<file path="src/design/ps2_defines.svh">
`ifndef PS2_DEFINES_SVH
`define PS2_DEFINES_SVH

//////////////////////////////
// ps/2 frame format
//////////////////////////////

// flops on each keyboard line.
`define PS2_SYNC_STAGES 3

// start, eight data, parity, stop.
`define PS2_FRAME_BITS 11

`define PS2_BREAK_CODE 8'hF0
`define PS2_EXT_CODE 8'hE0

// two digits each for scan code, ascii and count.
`define SEG_DIGITS 6

`endif
</file>
<file path="src/design/ps2_pkg.sv">
package ps2_pkg;

	//////////////////////////////
	// key data
	//////////////////////////////

	typedef logic [7:0] scan_code_t;

	// zero for keys without a printable value.
	typedef logic [7:0] ascii_t;

	// wraps past 255.
	typedef logic [7:0] press_count_t;

	// break states mean an F0 arrived and the next code is a release.
	typedef enum logic [1:0] {
		track_idle       = 2'd0,
		track_held       = 2'd1,
		track_break_idle = 2'd2,
		track_break_held = 2'd3
	} tracker_state_e;

	//////////////////////////////
	// display
	//////////////////////////////

	// bit 0 is segment a, bit 6 is segment g.
	typedef logic [6:0] seg_pattern_t;

endpackage

</file>
<file path="src/design/ps2_frame_if.sv">
`timescale 1ns/10ps

interface ps2_frame_if import ps2_pkg::*; ();

	// at most one of the three strobes is high in any cycle.
	logic       frame_valid;
	scan_code_t code;
	logic       parity_err;
	logic       stop_err;

	modport rx (
		output frame_valid,
		output code,
		output parity_err,
		output stop_err
	);

	modport sink (
		input frame_valid,
		input code,
		input parity_err,
		input stop_err
	);

endinterface

</file>
<file path="src/design/ps2_key_display.sv">
`timescale 1ns/10ps
`include "ps2_defines.svh"

module ps2_key_display (
	input  logic                   clk,
	input  logic                   resetn,
	input  logic                   ps2_clk,
	input  logic                   ps2_data,
	output logic [7:0]             key_code,
	output logic [7:0]             key_ascii,
	output logic [7:0]             press_count,
	output logic                   key_held,
	output logic                   rx_error,
	output logic [`SEG_DIGITS*7-1:0] segments
);

	ps2_frame_if u_frame_if ();

	ps2_rx u_ps2_rx (
		.clk      (clk),
		.resetn   (resetn),
		.ps2_clk  (ps2_clk),
		.ps2_data (ps2_data),
		.rx_error (rx_error),
		.frame    (u_frame_if.rx)
	);

	key_tracker u_key_tracker (
		.clk         (clk),
		.resetn      (resetn),
		.frame       (u_frame_if.sink),
		.key_code    (key_code),
		.key_ascii   (key_ascii),
		.press_count (press_count),
		.key_held    (key_held)
	);

	// digit 0 lands in segments[6:0].
	seg_display u_seg_display (
		.clk         (clk),
		.resetn      (resetn),
		.key_code    (key_code),
		.key_ascii   (key_ascii),
		.press_count (press_count),
		.key_held    (key_held),
		.segments    (segments)
	);

endmodule

</file>
<file path="src/design/seg_display.sv">
`timescale 1ns/10ps
`include "ps2_defines.svh"

module seg_display import ps2_pkg::*; (
	input  logic                             clk,
	input  logic                             resetn,
	input  scan_code_t                       key_code,
	input  ascii_t                           key_ascii,
	input  press_count_t                     press_count,
	input  logic                             key_held,
	output seg_pattern_t [`SEG_DIGITS-1:0]   segments
);

	logic [`SEG_DIGITS*4-1:0]       nibbles;
	seg_pattern_t [`SEG_DIGITS-1:0] patterns;

	// common a-g encoding, b and d in lower case.
	function automatic seg_pattern_t hex_to_seg(input logic [3:0] nib);
		case (nib)
			4'h0: return 7'h3F;
			4'h1: return 7'h06;
			4'h2: return 7'h5B;
			4'h3: return 7'h4F;
			4'h4: return 7'h66;
			4'h5: return 7'h6D;
			4'h6: return 7'h7D;
			4'h7: return 7'h07;
			4'h8: return 7'h7F;
			4'h9: return 7'h6F;
			4'hA: return 7'h77;
			4'hB: return 7'h7C;
			4'hC: return 7'h39;
			4'hD: return 7'h5E;
			4'hE: return 7'h79;
			default: return 7'h71;
		endcase
	endfunction

	// digit 0 is the low nibble of the scan code.
	assign nibbles = {press_count, key_ascii, key_code};

	// key digits go dark when nothing is held.
	always_comb begin
		for (int d = 0; d < `SEG_DIGITS; d++) begin
			patterns[d] = hex_to_seg(nibbles[d*4 +: 4]);
			if (d < 4 && !key_held) begin
				patterns[d] = '0;
			end
		end
	end

	always_ff @(posedge clk) begin
		if (!resetn) begin
			segments <= '0;
		end else begin
			segments <= patterns;
		end
	end

endmodule

</file>
<file path="src/design/key_tracker.sv">
`timescale 1ns/10ps
`include "ps2_defines.svh"

module key_tracker import ps2_pkg::*; (
	input  logic         clk,
	input  logic         resetn,
	ps2_frame_if.sink    frame,
	output scan_code_t   key_code,
	output ascii_t       key_ascii,
	output press_count_t press_count,
	output logic         key_held
);

	tracker_state_e state;
	tracker_state_e state_next;
	ascii_t         ascii_lookup;
	logic           is_key;
	logic           in_break;
	logic           new_press;
	logic           release_key;

	scan_to_ascii u_scan_to_ascii (
		.code  (frame.code),
		.ascii (ascii_lookup)
	);

	//////////////////////////////
	// frame decode
	//////////////////////////////

	// prefixes are not keys. E0 is dropped entirely.
	assign is_key = frame.frame_valid
		&& (frame.code != `PS2_EXT_CODE)
		&& (frame.code != `PS2_BREAK_CODE);

	assign in_break = (state == track_break_idle) || (state == track_break_held);
	assign key_held = (state == track_held) || (state == track_break_held);

	// same code while held is typematic repeat.
	assign new_press = is_key && !in_break && (!key_held || frame.code != key_code);
	assign release_key = is_key && (state == track_break_held) && (frame.code == key_code);

	always_comb begin
		state_next = state;
		if (frame.frame_valid && frame.code == `PS2_BREAK_CODE) begin
			state_next = key_held ? track_break_held : track_break_idle;
		end else if (is_key) begin
			case (state)
				track_break_held: state_next = release_key ? track_idle : track_held;
				track_break_idle: state_next = track_idle;
				default: begin
					if (new_press) begin
						state_next = track_held;
					end
				end
			endcase
		end
	end

	//////////////////////////////
	// state and key registers
	//////////////////////////////

	always_ff @(posedge clk) begin
		if (!resetn) begin
			state <= track_idle;
			key_code <= '0;
			key_ascii <= '0;
			press_count <= '0;
		end else begin
			state <= state_next;
			// last key stays visible after release.
			if (new_press) begin
				key_code <= frame.code;
				key_ascii <= ascii_lookup;
				press_count <= press_count + 8'd1;
			end
		end
	end

	a_count_after_frame: assert property (@(posedge clk) disable iff (!resetn)
		$changed(press_count) |-> $past(frame.frame_valid));

	a_hold_with_press: assert property (@(posedge clk) disable iff (!resetn)
		$rose(key_held) |-> $changed(press_count));

endmodule

</file>
<file path="src/design/scan_to_ascii.sv">
`timescale 1ns/10ps

module scan_to_ascii import ps2_pkg::*; (
	input  scan_code_t code,
	output ascii_t     ascii
);

	// set-2 make codes, lower case only.
	always_comb begin
		case (code)
			// letters.
			8'h1C: ascii = 8'h61;
			8'h32: ascii = 8'h62;
			8'h21: ascii = 8'h63;
			8'h23: ascii = 8'h64;
			8'h24: ascii = 8'h65;
			8'h2B: ascii = 8'h66;
			8'h34: ascii = 8'h67;
			8'h33: ascii = 8'h68;
			8'h43: ascii = 8'h69;
			8'h3B: ascii = 8'h6A;
			8'h42: ascii = 8'h6B;
			8'h4B: ascii = 8'h6C;
			8'h3A: ascii = 8'h6D;
			8'h31: ascii = 8'h6E;
			8'h44: ascii = 8'h6F;
			8'h4D: ascii = 8'h70;
			8'h15: ascii = 8'h71;
			8'h2D: ascii = 8'h72;
			8'h1B: ascii = 8'h73;
			8'h2C: ascii = 8'h74;
			8'h3C: ascii = 8'h75;
			8'h2A: ascii = 8'h76;
			8'h1D: ascii = 8'h77;
			8'h22: ascii = 8'h78;
			8'h35: ascii = 8'h79;
			8'h1A: ascii = 8'h7A;
			// top-row digits.
			8'h45: ascii = 8'h30;
			8'h16: ascii = 8'h31;
			8'h1E: ascii = 8'h32;
			8'h26: ascii = 8'h33;
			8'h25: ascii = 8'h34;
			8'h2E: ascii = 8'h35;
			8'h36: ascii = 8'h36;
			8'h3D: ascii = 8'h37;
			8'h3E: ascii = 8'h38;
			8'h46: ascii = 8'h39;
			// space and enter.
			8'h29: ascii = 8'h20;
			8'h5A: ascii = 8'h0D;
			default: ascii = 8'h00;
		endcase
	end

endmodule

</file>
<file path="src/design/ps2_rx.sv">
`timescale 1ns/10ps
`include "ps2_defines.svh"

module ps2_rx (
	input  logic    clk,
	input  logic    resetn,
	input  logic    ps2_clk,
	input  logic    ps2_data,
	output logic    rx_error,
	ps2_frame_if.rx frame
);

	localparam int LAST_STAGE = `PS2_SYNC_STAGES - 1;
	localparam int LAST_BIT = `PS2_FRAME_BITS - 1;

	logic [`PS2_SYNC_STAGES-1:0] clk_sync;
	logic [`PS2_SYNC_STAGES-1:0] data_sync;
	logic                        clk_prev;
	logic                        fall;
	logic                        data_bit;
	logic [3:0]                  bit_cnt;
	logic [`PS2_FRAME_BITS-2:0]  shift;
	logic                        frame_end;
	logic                        framing_ok;
	logic                        parity_ok;

	//////////////////////////////
	// synchroniser and edge detect
	//////////////////////////////

	// lines idle high.
	always_ff @(posedge clk) begin
		if (!resetn) begin
			clk_sync <= '1;
			data_sync <= '1;
			clk_prev <= 1'b1;
		end else begin
			clk_sync <= {clk_sync[LAST_STAGE-1:0], ps2_clk};
			data_sync <= {data_sync[LAST_STAGE-1:0], ps2_data};
			clk_prev <= clk_sync[LAST_STAGE];
		end
	end

	assign fall = clk_prev & ~clk_sync[LAST_STAGE];
	assign data_bit = data_sync[LAST_STAGE];

	//////////////////////////////
	// frame shifter
	//////////////////////////////

	always_ff @(posedge clk) begin
		if (!resetn) begin
			bit_cnt <= '0;
		end else if (fall) begin
			bit_cnt <= (bit_cnt == 4'(LAST_BIT)) ? 4'd0 : bit_cnt + 4'd1;
		end
	end

	// lsb first, so after ten bits shift[0] holds the start bit.
	always_ff @(posedge clk) begin
		if (fall && bit_cnt != 4'(LAST_BIT)) begin
			shift <= {data_bit, shift[`PS2_FRAME_BITS-2:1]};
		end
	end

	// the stop bit is checked straight off the synchroniser.
	assign frame_end = fall && (bit_cnt == 4'(LAST_BIT));
	assign framing_ok = ~shift[0] & data_bit;
	assign parity_ok = ^shift[`PS2_FRAME_BITS-2:1];

	// a bad start bit is reported as a framing error on stop_err.
	always_ff @(posedge clk) begin
		if (!resetn) begin
			frame.frame_valid <= 1'b0;
			frame.parity_err <= 1'b0;
			frame.stop_err <= 1'b0;
			rx_error <= 1'b0;
		end else begin
			frame.frame_valid <= frame_end & framing_ok & parity_ok;
			frame.parity_err <= frame_end & framing_ok & ~parity_ok;
			frame.stop_err <= frame_end & ~framing_ok;
			rx_error <= frame_end & ~(framing_ok & parity_ok);
		end
	end

	always_ff @(posedge clk) begin
		if (frame_end) begin
			frame.code <= shift[8:1];
		end
	end

	a_single_strobe: assert property (@(posedge clk) disable iff (!resetn)
		(frame.frame_valid || frame.parity_err || frame.stop_err)
		|=> !(frame.frame_valid || frame.parity_err || frame.stop_err));

	a_bit_cnt_range: assert property (@(posedge clk) disable iff (!resetn)
		bit_cnt <= 4'(LAST_BIT));

endmodule

</file>
<file path="config.mk">
export PLATFORM = sky130hd
export DESIGN_NAME = ps2_key_display
export DESIGN_NICKNAME = d
export VERILOG_FILES = /design/src/design/ps2_pkg.sv /design/src/design/ps2_frame_if.sv /design/src/design/ps2_key_display.sv /design/src/design/seg_display.sv /design/src/design/key_tracker.sv /design/src/design/scan_to_ascii.sv /design/src/design/ps2_rx.sv
export VERILOG_INCLUDE_DIRS = /design/src /design/src/design
export SDC_FILE = /design/constraint.sdc
export NUM_CORES = 1
export LEC_CHECK = 0
export BUFFER_PORTS_ARGS = -buffer_cell sky130_fd_sc_hd__buf_2
export CAP_MARGIN = 10
export CORE_AREA = 2 2 126 128
export CTS_CLUSTER_SIZE = 25
export DETAILED_ROUTE_END_ITERATION = 6
export DIE_AREA = 0 0 128 130
export PLACE_DENSITY_LB_ADDON = 0.15
export SLEW_MARGIN = 5
export SYNTH_ARGS = -nofsm -noshare
export SYNTH_HDL_FRONTEND = slang
export SYNTH_SLANG_ARGS = --single-unit
</file>
<file path="constraint.sdc">
create_clock -name clk -period 4 [get_ports clk]
set_input_delay 0.2 -clock clk [delete_from_list [all_inputs] [get_ports clk]]
set_output_delay 0.2 -clock clk [all_outputs]
set_load 0.01 [all_outputs]
</file>
### After elaboration in Yosys (flattened, before gate mapping)

Memories as Yosys holds them, arrays and structs flattened. A register that Yosys moved wholly into a read port is not among the register bits.
Cells that the tools add are included.

| operators by class | value |
|---|---|
| equal/unequal tests | 10 |
| reduce and logical (&&, ||, !) cells | 25 |
| add/sub/neg operators | 2 |
| bitwise operators | 9 |
| multiplexer cells | 9 |

Operator list:

| kind | number |
|---|---|
| 8-bit != test (second input constant) | 2 |
| 1-bit logical AND | 9 |
| 9-bit XOR reduction | 1 |
| 8-bit by 1-bit adder with 8-bit output (second input constant) | 1 |
| 8-bit == test | 1 |
| 8-bit == test (second input constant) | 1 |
| 1-bit logical NOT | 8 |
| 8-bit 2-to-1 mux | 1 |
| 8-bit != test | 1 |
| 7-bit 2-to-1 mux | 1 |
| 1-bit AND | 6 |
| 2-bit 2-to-1 mux | 3 |
| 4-bit by 1-bit adder with 4-bit output (second input constant) | 1 |
| 2-bit == test (second input constant) | 2 |
| 4-bit == test (second input constant) | 1 |
| 4-bit 2-to-1 mux | 1 |
| 4-bit != test (second input constant) | 1 |
| 2-bit one-hot mux with 2 select lines | 1 |
| 2-bit AND reduction | 2 |
| 4-bit nonzero test | 1 |
| 1-bit logical OR | 3 |
| 1-bit NOT | 3 |
| 2-bit by 1-bit == test with 1-bit output (second input constant) | 1 |
| 1-bit 2-to-1 mux | 2 |
| 2-bit nonzero test | 1 |

| storage, ports and cells | value |
|---|---|
| logic and storage cells | 74 |
| input port bits | 4 |
| memories | 7 |
| memory bits (read-only) | 1,568 |
| output and inout port bits | 68 |
| flip-flop bits (word level) | 57 |

Memories:

| memory | words | width | read ports | clocked after memory_dff | write ports | RTL line | text |
|---|---|---|---|---|---|---|---|
| (name not given) | 128 | 7 | 1 | 1 | 0 | scan_to_ascii.sv:10 | `case (code)` |
| (name not given) | 16 | 7 | 1 | 1 | 0 | seg_display.sv:19 | `case (nib)` |
| (name not given) | 16 | 7 | 1 | 1 | 0 | seg_display.sv:19 |  |
| (name not given) | 16 | 7 | 1 | 1 | 0 | seg_display.sv:19 |  |
| (name not given) | 16 | 7 | 1 | 1 | 0 | seg_display.sv:19 |  |
| (name not given) | 16 | 7 | 1 | 1 | 0 | seg_display.sv:19 |  |
| +1 memories | -- | -- | -- | -- | -- | -- |  |

### Depth between registers and ports, before layout

Gate-level depths: netlist of the first run.

| depth | value |
|---|---|
| depth after elaboration | 9 |
| gate-level depth with buffers | 16 |
| gate-level depth less buffers | 13 |

### Modules after synthesis

A second synthesis of the first run with hierarchy kept.

| second synthesis, totals | value |
|---|---|
| cells, all modules | 589 |
| area, all modules | 5,661.7 um^2 |

Modules (own cells, without submodules):

| module | times used | cells an instance | seq. area each (um^2) | area each (um^2) |
|---|---|---|---|---|
| seg_display | 1 | 255 | 840.8 | 2,473.6 |
| key_tracker | 1 | 136 | 520.5 | 1,172.4 |
| ps2_rx | 1 | 77 | 840.8 | 1,156.1 |
| scan_to_ascii | 1 | 121 | 0.0 | 859.6 |

### Worst setup path after synthesis of the first run

OpenSTA, ideal clock, no wires.

| timing path | value |
|---|---|
| path kind | flip-flop to flip-flop |
| start | reg u_ps2_rx.bit_cnt[0] |
| end | reg (tool-made name) |
| slack | 0.921 ns |
| library setup time | 0.134 ns |
| clock period less this slack | 3.079 ns |
| stages on the path, launching flop included | 15 |
| arrival | 2.945 ns |
| required time | 3.866 ns |
| buffers on the path | 2 |
| cells stage by stage | dfxtp_1 -> buf_6 -> nor3b_4 -> nand2_4 -> inv_4 -> clkbuf_1 -> nand2_1 -> nand2_1 -> inv_1 -> ha_1 -> inv_1 -> nor4_1 -> a31o_2 -> o211a_1 -> or4_1 |

RTL lines:

| item | RTL line | text |
|---|---|---|
| start, declared | ps2_rx.sv:21 | `logic [3:0] bit_cnt;` |
| start signal, assigned | ps2_rx.sv:55 | `bit_cnt <= (bit_cnt == 4'(LAST_BIT)) ? 4'd0 : bit_cnt + 4'd1;` |

==> results of run 1 <==
-- metal layers --
| layer | vias to the layer above | GRT usage (%) | wire (um) |
|---|---|---|---|
| met1 | 2425 | 26.7 | 7560 |
| met5 | - | 0 | 0 |
| li1 | 2502 | - | - |
| met3 | 32 | 3.57 | 822 |
| met4 | 0 | 5.88 | 318 |
| met2 | 164 | 30.5 | 7210 |
-- cell usage in the layout (no fill, tap or decap), types with 18 or more instances in the layout --
cell       n
inv_1     32
ha_1      49
nand2b_1  26
nand2_1   46
a21oi_1   45
buf_2     70
edfxtp_1  18
o21ai_0   23
dfxtp_1   87
nor2_1    90
-- area by class of cell --
type,count,area (sq um)
clock inverter,7,85.1
timing repair buffer,76,395
multi-input combinational,501,3370
inverter,34,135
sequential,105,2280
fill,1524,8700
tap,192,240
clock buffer,9,225
-- cell families (layout without fill, tap and decap cells) --
kind of cell / after synthesis / count (layout)
and+or+nand+nor: 252 / 252
AOI/OAI and AO/OA: 163 / 163
DFF: 105 / 105
buffers and inverters: 80 / 126
adders and majority gates: 49 / 49
xor gates and xnor gates: 23 / 23
muxes: 13 / 13
other: 1 / 1
-- final timing paths --
path                                                          to  slack [ns]
worst max-delay path                                    register        0.98
worst min-delay path            u_ps2_rx.data_sync[0]$_SDFF_PN1_        0.02
worst max register to register                          register        0.98
worst min register to register   u_ps2_rx.clk_sync[2]$_SDFF_PN1_        0.42
-- flip-flops by register name, indices dropped and copies added (netlist names), named ones only --
signal and cells:
u_ps2_rx.rx_error 1, u_ps2_rx.clk_prev 1, u_key_tracker.press_count 8, u_ps2_rx.data_sync 3, u_ps2_rx.frame.code 8, u_ps2_rx.clk_sync 3
u_ps2_rx.bit_cnt 4, u_ps2_rx.shift 10, u_key_tracker.key_ascii 7, u_key_tracker.state 2, u_seg_display.segments 42, u_ps2_rx.frame.frame_valid 1
u_key_tracker.key_code 8
-- where the power goes --
part	total [mW]	internal [mW]	switching (mW)
sequential	1.09	1.08	0.00735
clock	0.933	0.500	0.433
combinational	0.0393	0.0147	0.0246
total	2.06	1.60	0.465
-- worst max-delay path: stages, from the launching register on --
cell	delay [ns]
dfxtp_1	0.51
nor3b_4	0.12
nand2_4	0.10
buf_4	0.36
nand2_1	0.09
nand2_1	0.16
inv_1	0.10
ha_1	0.25
inv_1	0.13
nor4_1	0.06
a31o_2	0.27
o211a_1	0.22
or4_1	0.51
==> results.yml, run 1 <==
synthesis:
  syn-num-nets: 739
  synth_top_area_cell: "dfxtp_1"
  synth_seq_cells: 105
  synth_mux_area_share_pct: 2.90
  ys.flop_type: "dfxtp_1"
  synth_xor_area_share_pct: 3.38
  synth-seq-area-share_pct: 38.3
  synthAdderAreaFrac_pct: 10.3
  yosysMostFrequentCell: "nor2_1"
  synthCells: 686
  synth_cell_types: 77
  synth_top_family_by_area: "simple AND/OR/NAND/NOR gates"
  ys.warnings.count: 0
  synth_edf_count: 18
  synth_top_area_share_pct: 29.2
  synth_compound_area_share_pct: 18.5
  synth.avg_cell_area_sq_um: 8.69
  async_reset_ff_share_pct: 0
  synth_commonest_cells: "nor2_1 (90), dfxtp_1 (87), ha_1 (49)"
  yosys-top-cells-area: "dfxtp_1 (29%), ha_1 (10%), edfxtp_1 (9.1%)"
  netlist_area_sq_mm: 0.00596
  synth_simple_gate_area_share_pct: 21.1
cells_and_area:
  fin_cells: 924
  drive_gt1_share_pct: 15.2
  fin_util_pct: 43.6
  final_area_sq_mm: 0.00673
  diodes: 0
  area_growth_pct: 12.9
  nets: 780
global_route:
  grt_pass1_wl_mm: 24.9
  track_usage_pct: 19.2
  grt_max_degree: 42
  grt_pass1_vias: 4446
  grt_overflow: 0
  antenna_found_initial: 0
placed_design:
  gp_congestion: 0.939
  dp_cells: 908
  post-dp-hpwl_mm: 11.2
  io_buffer_count: 70
  place_ws_ns: 1.02
  placed_area_sq_mm: 0.00642
worst_hold_path:
  hold_class: "input pin to register"
  hp-start: "ps2_data"
  hold_depth: 2
worst_setup_path:
  cp.required_ns: 4.22
  crit_type: "register to register"
  rr_worst_depth: 12
  worst_ep_arrival_time_ns: 3.24
  worst_setup_path_start_kind: "register"
  worst_setup_path_startpoint: "u_ps2_rx.bit_cnt[0]$_SDFFE_PN0P_"
  crit_path_max_fanout: 41
  r2r-start: "u_ps2_rx.bit_cnt[0]$_SDFFE_PN0P_"
  crit_path_end_kind: "register"
sta:
  min_period_ns: 3.02
  finalSetupViolCount: 0
  fin_tns_setup_ns: 0
  fmax_mhz: 331
  worstMarginPinSlew_ns: 0.987
  clock_skew_ns: 0.00915
  final_max_slew_viol_count: 0
  post-route-period-util_pct: 75.5
  holdWs_ns: 0.0237
  relSlewSlack_pct: 34.2
  fin_ws_ns: 0.980
  hold_violations: 0
  grt_setup_unrepaired: "no"
floorplan:
  die_h_um: 130
  io_pins: 72
  core-area_sq_mm: 0.0154
  rows: 46
  chipWidth_um: 128
  initial_core_util_pct: 38.7
  design.die.area_sq_mm: 0.0166
drt:
  drtIter0Drc: 290
  vias: 5123
  drc: 0
  vias_per_cell: 5.54
  drtPass1Iterations: 6
  drt-total-wl_mm: 15.9
  detail_route.wl_per_cell_um: 17.2
  ant_nets: 0
clock_network:
  clockRootBuffer: "clkbuf_16"
  post_cts_resize_count: 0
  postCtsSetupBuffers: 0
  hold_buffers: 0
  clockBufferDepth: 2
  cts_tree: "yes"
  clkTransAtPathRegs_ns: 0.07
  worstSkewPairLatency_ns: 0.35
  cts.sinks: 105
  cts_buffers: 9
  htree_levels: 3
pwr:
  leakage_nw: 2.88
  peakVddDrop_v: 0.000234
  powerDensity_mw_per_mm2: 306
  p_total_mw: 2.06
status:
  run_status: "finished, final reports clean"
run:
  max_cap_viol_count: 0
Note: power is estimated with default switching activity, not from simulation.
==> run 2: changes to the inputs <==
Clock period 4 ns to 2.5 ns, I/O delays scaled along.
==> results.yml, run 2 (synthesized netlist as in run 1, its figures left out) <==
drt:
  vias_per_cell: 5.37
  vias: 5275
  drtIter0Drc: 309
  drtPass1Iterations: 6
  ant_nets: 0
  drt-total-wl_mm: 16.3
  detail_route.wl_per_cell_um: 16.6
  drc: 0
cells_and_area:
  nets: 840
  final_area_sq_mm: 0.00725
  top_regs: "u_seg_display.segments (42), u_ps2_rx.shift (10)"
  largest_reg_flops: 42
  drive_gt1_share_pct: 23.0
  registers.top_by_ff_count: "u_seg_display.segments"
  diodes: 0
  fillers: 1500
  fin_cells: 983
  area_growth_pct: 21.5
  layout_common_cells: "nor2_1 (90), dfxtp_1 (85), buf_2 (70)"
  fin_util_pct: 47.0
  final_common_cell: "nor2_1"
run:
  max_cap_viol_count: 0
floorplan:
  initial_core_util_pct: 38.7
  design.die.area_sq_mm: 0.0166
  die_h_um: 130
  chipWidth_um: 128
  rows: 46
  io_pins: 72
  core-area_sq_mm: 0.0154
sta:
  finalSetupViolCount: 0
  fmax_mhz: 408
  fin_ws_ns: 0.0462
  hold_violations: 0
  holdWs_ns: 0.170
  clock_skew_ns: 0.00685
  worstMarginPinSlew_ns: 0.964
  relSlewSlack_pct: 35.7
  final_max_slew_viol_count: 0
  min_period_ns: 2.45
  post-route-period-util_pct: 98.2
worst_setup_path:
  slowest_delay_ns: 0.48
  crit_path_end_kind: "register"
  worst_ep_arrival_time_ns: 2.69
  worst_setup_path_start_kind: "register"
  worst_setup_path_startpoint: "u_ps2_rx.bit_cnt[3]$_SDFFE_PN0P_"
  path_cells: "nor3b_4 -> nand2_4 -> inv_4 -> buf_4 -> mux2i_4 -> a311oi_1 -> a21o_1 -> a311o_1"
  crit_type: "register to register"
  r2r-start: "u_ps2_rx.bit_cnt[3]$_SDFFE_PN0P_"
  cp.required_ns: 2.73
  crit_path_top_delay_cell: "mux2i_4"
  crit_path_max_fanout: 24
pwr:
  intPower_mw: 2.56
  p_switching_uw: 709
  pwr-share-seq_pct: 53.2
  leakage_nw: 3.18
  powerDensity_mw_per_mm2: 451
  pwr-share-comb_pct: 2.3
  pwr-share-clk_pct: 44.6
  peakVddDrop_v: 0.000273
  swShare_pct: 21.7
global_route:
  grt_pass1_wl_mm: 25.8
  grt_max_degree: 36
  grt_pass1_vias: 4913
  grt_overflow: 0
  track_usage_pct: 19.8
  antenna_found_initial: 0
worst_hold_path:
  hold_class: "input pin to register"
  hp-start: "resetn"
clock_network:
  clockRootBuffer: "clkbuf_16"
  clockBufferDepth: 2
  cts_tree: "yes"
  clkTransAtPathRegs_ns: 0.07
  htree_levels: 3
  worstSkewPairLatency_ns: 0.35
  cts.sinks: 105
  cts_buffers: 9
placed_design:
  post-dp-hpwl_mm: 11.8
  placed_area_sq_mm: 0.00685
  io_buffer_count: 70
  dp_cells: 964
  place_ws_ns: -0.0670
  gp_congestion: 0.912
status:
  run_status: "finished, final reports clean"
==> run 2: cell count changes in the layout (fill, tap and decap cells not counted), sizes merged <==
cell / change
buf: +57
a311oi: +1
clkbuf: +2
bufinv: -1
inv: -2
dlygate4sd3: +2
==> run 2: area by class of cell <==
cell class | instances | area (sq um) | share of cell area (%)
multi-input cells | 502 | 3440 | 47.4
flip-flops and latches | 105 | 2280 | 31.5
repair buffers | 135 | 843 | 11.6
clock buffers | 11 | 275 | 3.80
well taps | 192 | 240 | 3.32
inverters | 34 | 135 | 1.86
clock inverters | 4 | 31.3 | 0.432
==> run 2: worst paths after layout <==
| kind | cells after the start | end | slack (ns) |
|---|---|---|---|
| setup / recovery | 8 | register | 0.05 |
| hold / removal | 3 | u_ps2_rx.clk_sync[1]$_SDFF_PN1_ | 0.17 |
| setup reg to reg | 8 | register | 0.05 |
| hold reg to reg | 1 | u_ps2_rx.data_sync[2]$_SDFF_PN1_ | 0.42 |
==> run 2: per-layer routing <==
metal  up-vias  part of all wire, %  GRT usage (%)
met4         0                  2.9           8.79
met2       145                   47           32.9
li1       2630                    -              -
met1      2471                   45           25.3
met5         -                    0              0
met3        29                  4.4           3.36
==> run 2: metrics by stage <==
step | total power, mW | setup TNS [ns]
6_report | 3.27 | 0
5_1_grt | 3.37 | -0.0106
3_5_place_dp | 1.85 | -0.127
3_3_place_gp | 1.85 | -0.151
2_1_floorplan | 1.82 | -0.522
4_1_cts | 3.31 | 0
==> run 2: power by group through the flow <==
stage	Clock, mW	Sequential (mW)	Combinational [mW]
5_1_grt	1.55	1.74	0.0828
3_5_place_dp	0	1.78	0.0728
6_report	1.46	1.74	0.0740
4_1_cts	1.50	1.74	0.0754
3_3_place_gp	0	1.78	0.0713
2_1_floorplan	0	1.78	0.0396
==> run 2: timing repair <==
action / 4_1_cts / 5_1_grt
setup endpoints to repair: 4 / 5
hold buffers: 2 / 0
endpoints found under the hold margin: 2 / 0
resized for setup: 1 / 11
pin swaps: 1 / 2
gates cloned: 1 / 0
setup buffers: 0 / 1
==> run 2: worst max-delay path, delay by kind of cell, from the launching register on <==
| family | cells | cell delay, ns |
|---|---|---|
| flip-flops | 1 | 0.36 |
| buffers and inverters | 2 | 0.36 |
| multiplexers | 1 | 0.48 |
| AND/OR/NAND/NOR | 2 | 0.36 |
| AO/OA/AOI/OAI | 3 | 0.76 |
